File: src/cpu_pkg.sv
package cpu_pkg;

	localparam int xlen = 32;
	localparam int reg_aw = 5;
	localparam int pc_w = 10;
	localparam int dm_aw = 12;

	// major opcode, instr[30:25]
	typedef enum logic [5:0] {
		alu_reg = 6'b100000,
		addi    = 6'b101000,
		movi    = 6'b100010,
		lwi     = 6'b000010,
		swi     = 6'b001010,
		beq     = 6'b100110,
		bne     = 6'b100111,
		j       = 6'b100100
	} opcode_e;

	// sub-op, instr[4:0]; op_pass is internal, used by movi
	typedef enum logic [4:0] {
		op_add  = 5'b00000,
		op_sub  = 5'b00001,
		op_and  = 5'b00010,
		op_xor  = 5'b00011,
		op_or   = 5'b00100,
		op_slli = 5'b01000,
		op_srli = 5'b01001,
		op_pass = 5'b11111
	} alu_op_e;

	typedef struct packed {
		alu_op_e alu_op;
		logic    use_imm;
		logic    dm_read;
		logic    dm_write;
		logic    reg_write;
	} ctrl_t;

	typedef struct packed {
		logic [xlen-1:0] instr;
		logic [pc_w-1:0] pc;
	} if_id_t;

	typedef struct packed {
		ctrl_t             ctrl;
		logic [xlen-1:0]   src1;
		logic [xlen-1:0]   src2;
		logic [xlen-1:0]   store_data;
		logic [reg_aw-1:0] rd;
	} id_ex_t;

	typedef struct packed {
		ctrl_t             ctrl;
		logic [xlen-1:0]   result;
		logic [xlen-1:0]   store_data;
		logic [reg_aw-1:0] rd;
	} ex_mem_t;

	typedef struct packed {
		logic              reg_write;
		logic [reg_aw-1:0] rd;
		logic [xlen-1:0]   data;
	} mem_wb_t;

endpackage

File: src/alu.sv
`timescale 1ns/10ps

module alu (
	input  logic [cpu_pkg::xlen-1:0] a,
	input  logic [cpu_pkg::xlen-1:0] b,
	input  cpu_pkg::alu_op_e         op,
	output logic [cpu_pkg::xlen-1:0] result,
	output logic                     overflow
);

	always_comb begin
		overflow = 1'b0;
		case (op)
			cpu_pkg::op_add: begin
				result = a + b;
				// same-sign operands, result sign flipped
				overflow = (a[31] == b[31]) && (result[31] != a[31]);
			end
			cpu_pkg::op_sub: begin
				result = a - b;
				overflow = (a[31] != b[31]) && (result[31] != a[31]);
			end
			cpu_pkg::op_and:  result = a & b;
			cpu_pkg::op_or:   result = a | b;
			cpu_pkg::op_xor:  result = a ^ b;
			cpu_pkg::op_slli: result = a << b[4:0];
			cpu_pkg::op_srli: result = a >> b[4:0];
			cpu_pkg::op_pass: result = b;
			default:          result = '0;
		endcase
	end

endmodule

File: src/regfile.sv
`timescale 1ns/10ps

module regfile (
	input  logic                       clk,
	input  logic                       rst_n,
	input  logic [cpu_pkg::reg_aw-1:0] ra_addr,
	input  logic [cpu_pkg::reg_aw-1:0] rb_addr,
	input  logic [cpu_pkg::reg_aw-1:0] rt_addr,
	output logic [cpu_pkg::xlen-1:0]   ra_data,
	output logic [cpu_pkg::xlen-1:0]   rb_data,
	output logic [cpu_pkg::xlen-1:0]   rt_data,
	input  logic                       wr_en,
	input  logic [cpu_pkg::reg_aw-1:0] wr_addr,
	input  logic [cpu_pkg::xlen-1:0]   wr_data
);

	logic [cpu_pkg::xlen-1:0] regs [32];

	always_ff @(posedge clk or negedge rst_n) begin
		if (!rst_n) begin
			for (int i = 0; i < 32; i++)
				regs[i] <= '0;
		end else if (wr_en) begin
			regs[wr_addr] <= wr_data;
		end
	end

	// no internal bypass, forward covers the write-back case
	assign ra_data = regs[ra_addr];
	assign rb_data = regs[rb_addr];
	assign rt_data = regs[rt_addr];

endmodule

File: src/controller.sv
`timescale 1ns/10ps

module controller (
	input  logic [cpu_pkg::xlen-1:0] instr,
	output cpu_pkg::ctrl_t           ctrl,
	output logic [cpu_pkg::xlen-1:0] imm
);

	cpu_pkg::opcode_e opcode;
	cpu_pkg::alu_op_e sub_op;

	assign opcode = cpu_pkg::opcode_e'(instr[30:25]);
	assign sub_op = cpu_pkg::alu_op_e'(instr[4:0]);

	always_comb begin
		ctrl = '0;
		imm = '0;
		case (opcode)
			cpu_pkg::alu_reg: begin
				case (sub_op)
					cpu_pkg::op_add, cpu_pkg::op_sub, cpu_pkg::op_and,
					cpu_pkg::op_or, cpu_pkg::op_xor: begin
						ctrl.alu_op = sub_op;
						ctrl.reg_write = 1'b1;
					end
					cpu_pkg::op_slli, cpu_pkg::op_srli: begin
						// shift amount sits in the rb field
						ctrl.alu_op = sub_op;
						ctrl.use_imm = 1'b1;
						ctrl.reg_write = 1'b1;
						imm = {27'd0, instr[14:10]};
					end
					default: ;
				endcase
			end
			cpu_pkg::addi: begin
				ctrl.alu_op = cpu_pkg::op_add;
				ctrl.use_imm = 1'b1;
				ctrl.reg_write = 1'b1;
				imm = {{17{instr[14]}}, instr[14:0]};
			end
			cpu_pkg::movi: begin
				ctrl.alu_op = cpu_pkg::op_pass;
				ctrl.use_imm = 1'b1;
				ctrl.reg_write = 1'b1;
				imm = {{12{instr[19]}}, instr[19:0]};
			end
			cpu_pkg::lwi: begin
				ctrl.alu_op = cpu_pkg::op_add;
				ctrl.use_imm = 1'b1;
				ctrl.dm_read = 1'b1;
				ctrl.reg_write = 1'b1;
				imm = {{17{instr[14]}}, instr[14:0]};
			end
			cpu_pkg::swi: begin
				ctrl.alu_op = cpu_pkg::op_add;
				ctrl.use_imm = 1'b1;
				ctrl.dm_write = 1'b1;
				imm = {{17{instr[14]}}, instr[14:0]};
			end
			// branches are resolved in pc_unit and write nothing
			default: ;
		endcase
	end

endmodule

File: src/pc_unit.sv
`timescale 1ns/10ps

module pc_unit (
	input  logic                     clk,
	input  logic                     rst_n,
	input  logic                     enable,
	input  logic                     hold,
	input  cpu_pkg::if_id_t          if_id,
	input  logic [cpu_pkg::xlen-1:0] ra_val,
	input  logic [cpu_pkg::xlen-1:0] rt_val,
	output logic [cpu_pkg::pc_w-1:0] pc,
	output logic                     flush
);

	cpu_pkg::opcode_e opcode;
	logic [cpu_pkg::pc_w-1:0] offset;
	logic [cpu_pkg::pc_w-1:0] target;
	logic taken;

	assign opcode = cpu_pkg::opcode_e'(if_id.instr[30:25]);

	// 14-bit and 24-bit word offsets both wrap to the low pc bits
	assign offset = if_id.instr[cpu_pkg::pc_w-1:0];
	assign target = if_id.pc + offset;

	always_comb begin
		case (opcode)
			cpu_pkg::beq: taken = (rt_val == ra_val);
			cpu_pkg::bne: taken = (rt_val != ra_val);
			cpu_pkg::j:   taken = 1'b1;
			default:      taken = 1'b0;
		endcase
		// operands may still be in flight from a load
		taken = taken && !hold;
	end

	assign flush = taken;

	always_ff @(posedge clk or negedge rst_n) begin
		if (!rst_n)
			pc <= '0;
		else if (enable) begin
			if (taken)
				pc <= target;
			else if (!hold)
				pc <= pc + 1'b1;
		end
	end

endmodule

File: src/forward.sv
`timescale 1ns/10ps

module forward (
	input  logic [cpu_pkg::reg_aw-1:0] ra_addr,
	input  logic [cpu_pkg::reg_aw-1:0] rb_addr,
	input  logic [cpu_pkg::reg_aw-1:0] rt_addr,
	input  logic [cpu_pkg::xlen-1:0]   ra_raw,
	input  logic [cpu_pkg::xlen-1:0]   rb_raw,
	input  logic [cpu_pkg::xlen-1:0]   rt_raw,
	input  cpu_pkg::id_ex_t            id_ex,
	input  logic [cpu_pkg::xlen-1:0]   ex_result,
	input  cpu_pkg::ex_mem_t           ex_mem,
	input  logic [cpu_pkg::xlen-1:0]   mem_result,
	input  cpu_pkg::mem_wb_t           mem_wb,
	output logic [cpu_pkg::xlen-1:0]   ra_val,
	output logic [cpu_pkg::xlen-1:0]   rb_val,
	output logic [cpu_pkg::xlen-1:0]   rt_val,
	output logic                       load_use
);

	logic ex_wr;

	// a load in execute has no value yet, load_use covers it
	assign ex_wr = id_ex.ctrl.reg_write && !id_ex.ctrl.dm_read;

	// youngest writer wins
	function automatic logic [cpu_pkg::xlen-1:0] pick(
		input logic [cpu_pkg::reg_aw-1:0] addr,
		input logic [cpu_pkg::xlen-1:0]   raw
	);
		if (ex_wr && id_ex.rd == addr)
			return ex_result;
		else if (ex_mem.ctrl.reg_write && ex_mem.rd == addr)
			return mem_result;
		else if (mem_wb.reg_write && mem_wb.rd == addr)
			return mem_wb.data;
		return raw;
	endfunction

	always_comb begin
		ra_val = pick(ra_addr, ra_raw);
		rb_val = pick(rb_addr, rb_raw);
		rt_val = pick(rt_addr, rt_raw);
	end

	assign load_use = id_ex.ctrl.dm_read && id_ex.ctrl.reg_write &&
		(id_ex.rd == ra_addr || id_ex.rd == rb_addr || id_ex.rd == rt_addr);

endmodule

File: src/regwalls.sv
`timescale 1ns/10ps

module regwalls (
	input  logic              clk,
	input  logic              rst_n,
	input  logic              enable,
	input  logic              flush,
	input  logic              load_use,
	input  cpu_pkg::if_id_t   if_in,
	input  cpu_pkg::id_ex_t   id_in,
	input  cpu_pkg::ex_mem_t  ex_in,
	input  cpu_pkg::mem_wb_t  mem_in,
	output cpu_pkg::if_id_t   if_id,
	output cpu_pkg::id_ex_t   id_ex,
	output cpu_pkg::ex_mem_t  ex_mem,
	output cpu_pkg::mem_wb_t  mem_wb
);

	// wall 1: all-zero instruction decodes as a no-op
	always_ff @(posedge clk or negedge rst_n) begin
		if (!rst_n)
			if_id <= '0;
		else if (enable) begin
			if (flush)
				if_id <= '0;
			else if (!load_use)
				if_id <= if_in;
		end
	end

	// wall 2: bubble while the load result is pending
	always_ff @(posedge clk or negedge rst_n) begin
		if (!rst_n)
			id_ex <= '0;
		else if (enable) begin
			if (load_use)
				id_ex <= '0;
			else
				id_ex <= id_in;
		end
	end

	always_ff @(posedge clk or negedge rst_n) begin
		if (!rst_n) begin
			ex_mem <= '0;
			mem_wb <= '0;
		end else if (enable) begin
			ex_mem <= ex_in;
			mem_wb <= mem_in;
		end
	end

endmodule

File: src/dcache.sv
`timescale 1ns/10ps

module dcache #(
	parameter int dcache_lines = 16
) (
	input  logic                      clk,
	input  logic                      rst_n,
	input  logic                      p_strobe,
	input  logic                      p_write,
	input  logic [cpu_pkg::dm_aw-1:0] p_addr,
	input  logic [cpu_pkg::xlen-1:0]  p_wdata,
	output logic [cpu_pkg::xlen-1:0]  p_rdata,
	output logic                      ready,
	output logic                      dm_enable,
	output logic                      dm_write,
	output logic [cpu_pkg::dm_aw-1:0] dm_addr,
	output logic [cpu_pkg::xlen-1:0]  dm_wdata,
	input  logic [cpu_pkg::xlen-1:0]  dm_rdata,
	input  logic                      dm_ack
);

	localparam int index_w = $clog2(dcache_lines);
	localparam int tag_w = cpu_pkg::dm_aw - index_w;

	typedef enum logic [1:0] {
		idle,
		read_miss,
		write_through
	} state_e;

	state_e state;
	logic done;
	logic [dcache_lines-1:0] valid;
	logic [tag_w-1:0] tags [dcache_lines];
	logic [cpu_pkg::xlen-1:0] data [dcache_lines];
	logic [index_w-1:0] p_index;
	logic [index_w-1:0] m_index;
	logic [tag_w-1:0] p_tag;
	logic [tag_w-1:0] m_tag;
	logic hit;
	logic start;

	assign p_index = p_addr[index_w-1:0];
	assign p_tag = p_addr[cpu_pkg::dm_aw-1:index_w];
	assign m_index = dm_addr[index_w-1:0];
	assign m_tag = dm_addr[cpu_pkg::dm_aw-1:index_w];

	assign hit = valid[p_index] && (tags[p_index] == p_tag);
	// done marks the request that just finished, so it is not issued twice
	assign start = (state == idle) && p_strobe && !done && (p_write || !hit);
	assign ready = (state == idle) && !start;
	assign p_rdata = data[p_index];

	always_ff @(posedge clk or negedge rst_n) begin
		if (!rst_n) begin
			state <= idle;
			done <= 1'b0;
			valid <= '0;
			dm_enable <= 1'b0;
			dm_write <= 1'b0;
		end else begin
			case (state)
				idle: begin
					if (start) begin
						dm_enable <= 1'b1;
						dm_write <= p_write;
						if (p_write) begin
							// write-allocate
							valid[p_index] <= 1'b1;
							state <= write_through;
						end else begin
							state <= read_miss;
						end
					end else if (p_strobe) begin
						done <= 1'b0;
					end
				end
				read_miss: begin
					if (dm_ack) begin
						valid[m_index] <= 1'b1;
						dm_enable <= 1'b0;
						done <= 1'b1;
						state <= idle;
					end
				end
				write_through: begin
					if (dm_ack) begin
						dm_enable <= 1'b0;
						done <= 1'b1;
						state <= idle;
					end
				end
				default: state <= idle;
			endcase
		end
	end

	always_ff @(posedge clk) begin
		if (start) begin
			dm_addr <= p_addr;
			dm_wdata <= p_wdata;
		end
		if (start && p_write) begin
			data[p_index] <= p_wdata;
			tags[p_index] <= p_tag;
		end
		// line fill
		if (state == read_miss && dm_ack) begin
			data[m_index] <= dm_rdata;
			tags[m_index] <= m_tag;
		end
	end

endmodule

File: src/cpu_top.sv
`timescale 1ns/10ps

module cpu_top #(
	parameter int dcache_lines = 16
) (
	input  logic                      clk,
	input  logic                      rst_n,
	input  logic [cpu_pkg::xlen-1:0]  instruction,
	input  logic                      do_system,
	output logic                      im_enable,
	output logic [cpu_pkg::pc_w-1:0]  im_addr,
	output logic                      dm_enable,
	output logic                      dm_write,
	output logic [cpu_pkg::dm_aw-1:0] dm_addr,
	output logic [cpu_pkg::xlen-1:0]  dm_wdata,
	input  logic [cpu_pkg::xlen-1:0]  dm_rdata,
	input  logic                      dm_ack,
	output logic                      alu_overflow
);

	logic enable;
	logic c_ready;
	logic flush;
	logic load_use;
	logic [cpu_pkg::pc_w-1:0] pc;

	cpu_pkg::if_id_t  if_in, if_id;
	cpu_pkg::id_ex_t  id_in, id_ex;
	cpu_pkg::ex_mem_t ex_in, ex_mem;
	cpu_pkg::mem_wb_t mem_in, mem_wb;
	cpu_pkg::ctrl_t   ctrl;

	logic [cpu_pkg::reg_aw-1:0] ra_addr, rb_addr, rt_addr;
	logic [cpu_pkg::xlen-1:0] ra_raw, rb_raw, rt_raw;
	logic [cpu_pkg::xlen-1:0] ra_val, rb_val, rt_val;
	logic [cpu_pkg::xlen-1:0] imm;
	logic [cpu_pkg::xlen-1:0] ex_result;
	logic [cpu_pkg::xlen-1:0] mem_result;
	logic [cpu_pkg::xlen-1:0] p_rdata;
	logic p_strobe;

	assign enable = do_system && c_ready;
	assign im_enable = enable;
	assign im_addr = pc;

	// fetch
	assign if_in.instr = instruction;
	assign if_in.pc = pc;

	// decode
	assign ra_addr = if_id.instr[19:15];
	assign rb_addr = if_id.instr[14:10];
	assign rt_addr = if_id.instr[24:20];
	assign id_in.ctrl = ctrl;
	assign id_in.src1 = ra_val;
	assign id_in.src2 = ctrl.use_imm ? imm : rb_val;
	assign id_in.store_data = rt_val;
	assign id_in.rd = rt_addr;

	// execute
	assign ex_in.ctrl = id_ex.ctrl;
	assign ex_in.result = ex_result;
	assign ex_in.store_data = id_ex.store_data;
	assign ex_in.rd = id_ex.rd;

	// memory; no new request opens while the system is paused
	assign p_strobe = (ex_mem.ctrl.dm_read || ex_mem.ctrl.dm_write) && do_system;
	assign mem_result = ex_mem.ctrl.dm_read ? p_rdata : ex_mem.result;
	assign mem_in.reg_write = ex_mem.ctrl.reg_write;
	assign mem_in.rd = ex_mem.rd;
	assign mem_in.data = mem_result;

	controller u_controller (.instr(if_id.instr), .ctrl(ctrl), .imm(imm));

	regfile u_regfile (
		.clk(clk), .rst_n(rst_n),
		.ra_addr(ra_addr), .rb_addr(rb_addr), .rt_addr(rt_addr),
		.ra_data(ra_raw), .rb_data(rb_raw), .rt_data(rt_raw),
		.wr_en(mem_wb.reg_write && enable), .wr_addr(mem_wb.rd), .wr_data(mem_wb.data)
	);

	forward u_forward (
		.ra_addr(ra_addr), .rb_addr(rb_addr), .rt_addr(rt_addr),
		.ra_raw(ra_raw), .rb_raw(rb_raw), .rt_raw(rt_raw),
		.id_ex(id_ex), .ex_result(ex_result),
		.ex_mem(ex_mem), .mem_result(mem_result), .mem_wb(mem_wb),
		.ra_val(ra_val), .rb_val(rb_val), .rt_val(rt_val),
		.load_use(load_use)
	);

	pc_unit u_pc_unit (
		.clk(clk), .rst_n(rst_n), .enable(enable), .hold(load_use),
		.if_id(if_id), .ra_val(ra_val), .rt_val(rt_val),
		.pc(pc), .flush(flush)
	);

	alu u_alu (
		.a(id_ex.src1), .b(id_ex.src2), .op(id_ex.ctrl.alu_op),
		.result(ex_result), .overflow(alu_overflow)
	);

	regwalls u_regwalls (
		.clk(clk), .rst_n(rst_n), .enable(enable), .flush(flush), .load_use(load_use),
		.if_in(if_in), .id_in(id_in), .ex_in(ex_in), .mem_in(mem_in),
		.if_id(if_id), .id_ex(id_ex), .ex_mem(ex_mem), .mem_wb(mem_wb)
	);

	dcache #(.dcache_lines(dcache_lines)) u_dcache (
		.clk(clk), .rst_n(rst_n),
		.p_strobe(p_strobe), .p_write(ex_mem.ctrl.dm_write),
		.p_addr(ex_mem.result[13:2]), .p_wdata(ex_mem.store_data),
		.p_rdata(p_rdata), .ready(c_ready),
		.dm_enable(dm_enable), .dm_write(dm_write), .dm_addr(dm_addr),
		.dm_wdata(dm_wdata), .dm_rdata(dm_rdata), .dm_ack(dm_ack)
	);

endmodule

File: config.mk
export PLATFORM = sky130hd
export DESIGN_NAME = cpu_top
export DESIGN_NICKNAME = d
export VERILOG_FILES = /design/src/cpu_pkg.sv /design/src/alu.sv /design/src/regfile.sv /design/src/controller.sv /design/src/pc_unit.sv /design/src/forward.sv /design/src/regwalls.sv /design/src/dcache.sv /design/src/cpu_top.sv
export SDC_FILE = /design/constraint.sdc
export NUM_CORES = 2
export LEC_CHECK = 0
export BUFFER_PORTS_ARGS = -buffer_cell sky130_fd_sc_hd__buf_2
export CORE_UTILIZATION = 35
export CTS_CLUSTER_DIAMETER = 200
export DETAILED_ROUTE_END_ITERATION = 10
export HOLD_SLACK_MARGIN = 0.15
export SKIP_LAST_GASP = 1
export SLEW_MARGIN = 40
export SYNTH_ARGS = -nofsm -noshare
export SYNTH_HDL_FRONTEND = slang
export SYNTH_HIERARCHICAL = 1
export SYNTH_SLANG_ARGS = --single-unit
File: constraint.sdc
create_clock -name clk -period 7.5 [get_ports clk]
set_input_delay 1.5 -clock clk [delete_from_list [all_inputs] [get_ports clk]]
set_output_delay 1.5 -clock clk [all_outputs]
set_load 0.03 [all_outputs]
==> impl_metrics.ini <==
[run_status]
status = completed

[placed_design]
post-place-cells = 14100
dpl_worst_slack_ps = 773
routabilityCongestion = 0.995
portBuffers = 124
hpwlAfterDp_um = 291000

[sta]
grt_setup_unrepaired = false
layout_setup_ws_ps = 507
maxSlewHeadroom_pct = 37.7
post-route-period-util_pct = 93.2
hold_viol_final = 0
holdWs_ps = 455
worst_slew_pin_slew_ps = 925
layout_min_cycle_time_ps = 6990
fin_worst_skew_ps = 75.6
final_max_slew_viol_count = 0
fin_tns_setup_ps = 0
finalSetupViolCount = 0
fmax_mhz = 143

[die]
start_util_pct = 35.2
core-area_sq_mm = 0.336
pin_count = 126
die_w_um = 583
die_height_um = 583
rows = 213
die_area_sq_mm = 0.340

[setup_path]
critical_path_class = register to register
required_ps = 8300
rr_worst_depth = 25
critical_path.most_common_cell = o21ai_1
max_stage_delay_ps = 500
arrival_ps = 7790
cp-end-kind = register
slowest_stage = o311ai_1
cp_max_fo = 23
cp-start-kind = register

[yosys]
avgSynthCellArea_sq_um = 11.9
syn-cell-area_sq_mm = 0.118
ys_warn_count = 6
syn_nets = 10100
synth_cells = 9933

[grt]
antenna_found_initial = 21
grt_overflow = 0
grt_pass1_vias = 89100
grt_max_degree = 153
grt_pass1_wl_um = 638000
grt_util_all_layers_pct = 25.4

[final_layout]
finish.utilization_pct = 39.2
final_cell_mix = mux2i_1, dfrtp_1, mux2_2, edfxtp_1, nand2_1
nNetsFinal = 9975
layoutNonFillerInstCount = 14500
area.growth.synth_to_final_pct = 11.6
final_common_cell = mux2i_1
drive_gt1_share_pct = 24.8

[power]
p_leak_nw = 54.6
max-vdd-ir-drop_mv = 0.342
p_per_area_mw_per_mm2 = 446

[clock_tree]
clk_latency_ps = 950
cts_tree = built
cts_made_buffers = 223
cts_root_buffer = clkbuf_16
clk_pin_slew_ps = 60
post_cts_buffers = 0
cts_hold_buf = 0
htreeDepth = 4
cts_buffer_depth = 4
cts.sinks = 1999
ctsResizeCount = 0

[detailed_routing]
first_pass_iters = 7
ant_nets = 0
drc_errors = 0
vias = 89500
avgViaCountPerCell = 6.17
drt_iter0_drc = 10400
finalWirelength_um = 446000
wl_per_cell_um = 30.8

[flow_run]
cap_viol_max_count = 0

[worst_hold_path]
hold_depth = 2
hold_class = register to register
sequential cells by signal, summed over array words and instances (netlist names):
signal,cells
u_dcache/data,512
u_dcache/dm_addr,12
u_dcache/dm_enable,1
u_dcache/dm_wdata,32
u_dcache/dm_write,1
u_dcache/done,1
u_dcache/state,2
u_dcache/tags,128
u_dcache/valid,16
u_pc_unit/pc,10
u_regfile/regs,1024
u_regwalls/ex_mem,72
u_regwalls/id_ex,109
u_regwalls/if_id,41
u_regwalls/mem_wb,38
path summary, 6_finish.rpt:
kind | from | endpoint | slack [ps]
max in group asynchronous | rst_n | u_regfile/regs[110]$_DFFE_PN0P_ | 5050
min in group asynchronous | rst_n | u_regfile/regs[465]$_DFFE_PN0P_ | 460
setup reg to reg | u_regwalls/id_ex[69]$_DFFE_PN0P_ | u_regwalls/if_id[38]$_DFFE_PN0P_ | 510
hold reg to reg | u_dcache/valid[8]$_DFFE_PN0P_ | u_dcache/valid[8]$_DFFE_PN0P_ | 450
setup / recovery | u_regwalls/id_ex[69]$_DFFE_PN0P_ | u_regwalls/if_id[38]$_DFFE_PN0P_ | 510
hold / removal | u_dcache/valid[8]$_DFFE_PN0P_ | u_dcache/valid[8]$_DFFE_PN0P_ | 450
critical path: cells and delay by family (launching register included):
family | cells | cell delay (ps)
compound gates | 10 | 3300
xor+xnor | 1 | 150
fa+ha+maj | 2 | 600
buf+inv | 6 | 1080
flops | 1 | 450
mux | 1 | 260
simple gates | 5 | 1010
power breakdown:
part | internal [mW] | total [mW] | switching (mW)
Sequential | 13.6 | 16.6 | 3.01
Combinational | 11.2 | 30.9 | 19.6
Clock | 6.55 | 11.3 | 4.74
layer usage:
| layer | global-route usage (%) | wire [um] | part of all wire (%) |
|---|---|---|---|
| met1 | 33.6 | 183000 | 41 |
| met2 | 39.3 | 199000 | 45 |
| met3 | 5.43 | 39100 | 8.8 |
| met4 | 12.6 | 24700 | 5.5 |
| met5 | 0 | 123 | 0.028 |
layout make-up:
class / instances / area, sq um
fillers: 32000 / 204000
multi-input cells: 6823 / 59700
flip-flops and latches: 1999 / 53500
clock buffers: 303 / 6240
well taps: 4515 / 5650
repair buffers: 511 / 4730
clock inverters: 105 / 1220
inverters: 228 / 858
diodes: 15 / 37.5
per-stage QoR:
stage	instance area [sq um]	power (mW)
finish	132000	58.8
global route	132000	60.7
CTS	132000	57.9
detailed placement	124000	46.6
global placement	124000	46.1
floorplan	118000	34.6
No activity file was read; power rests on OpenSTA's default activity.
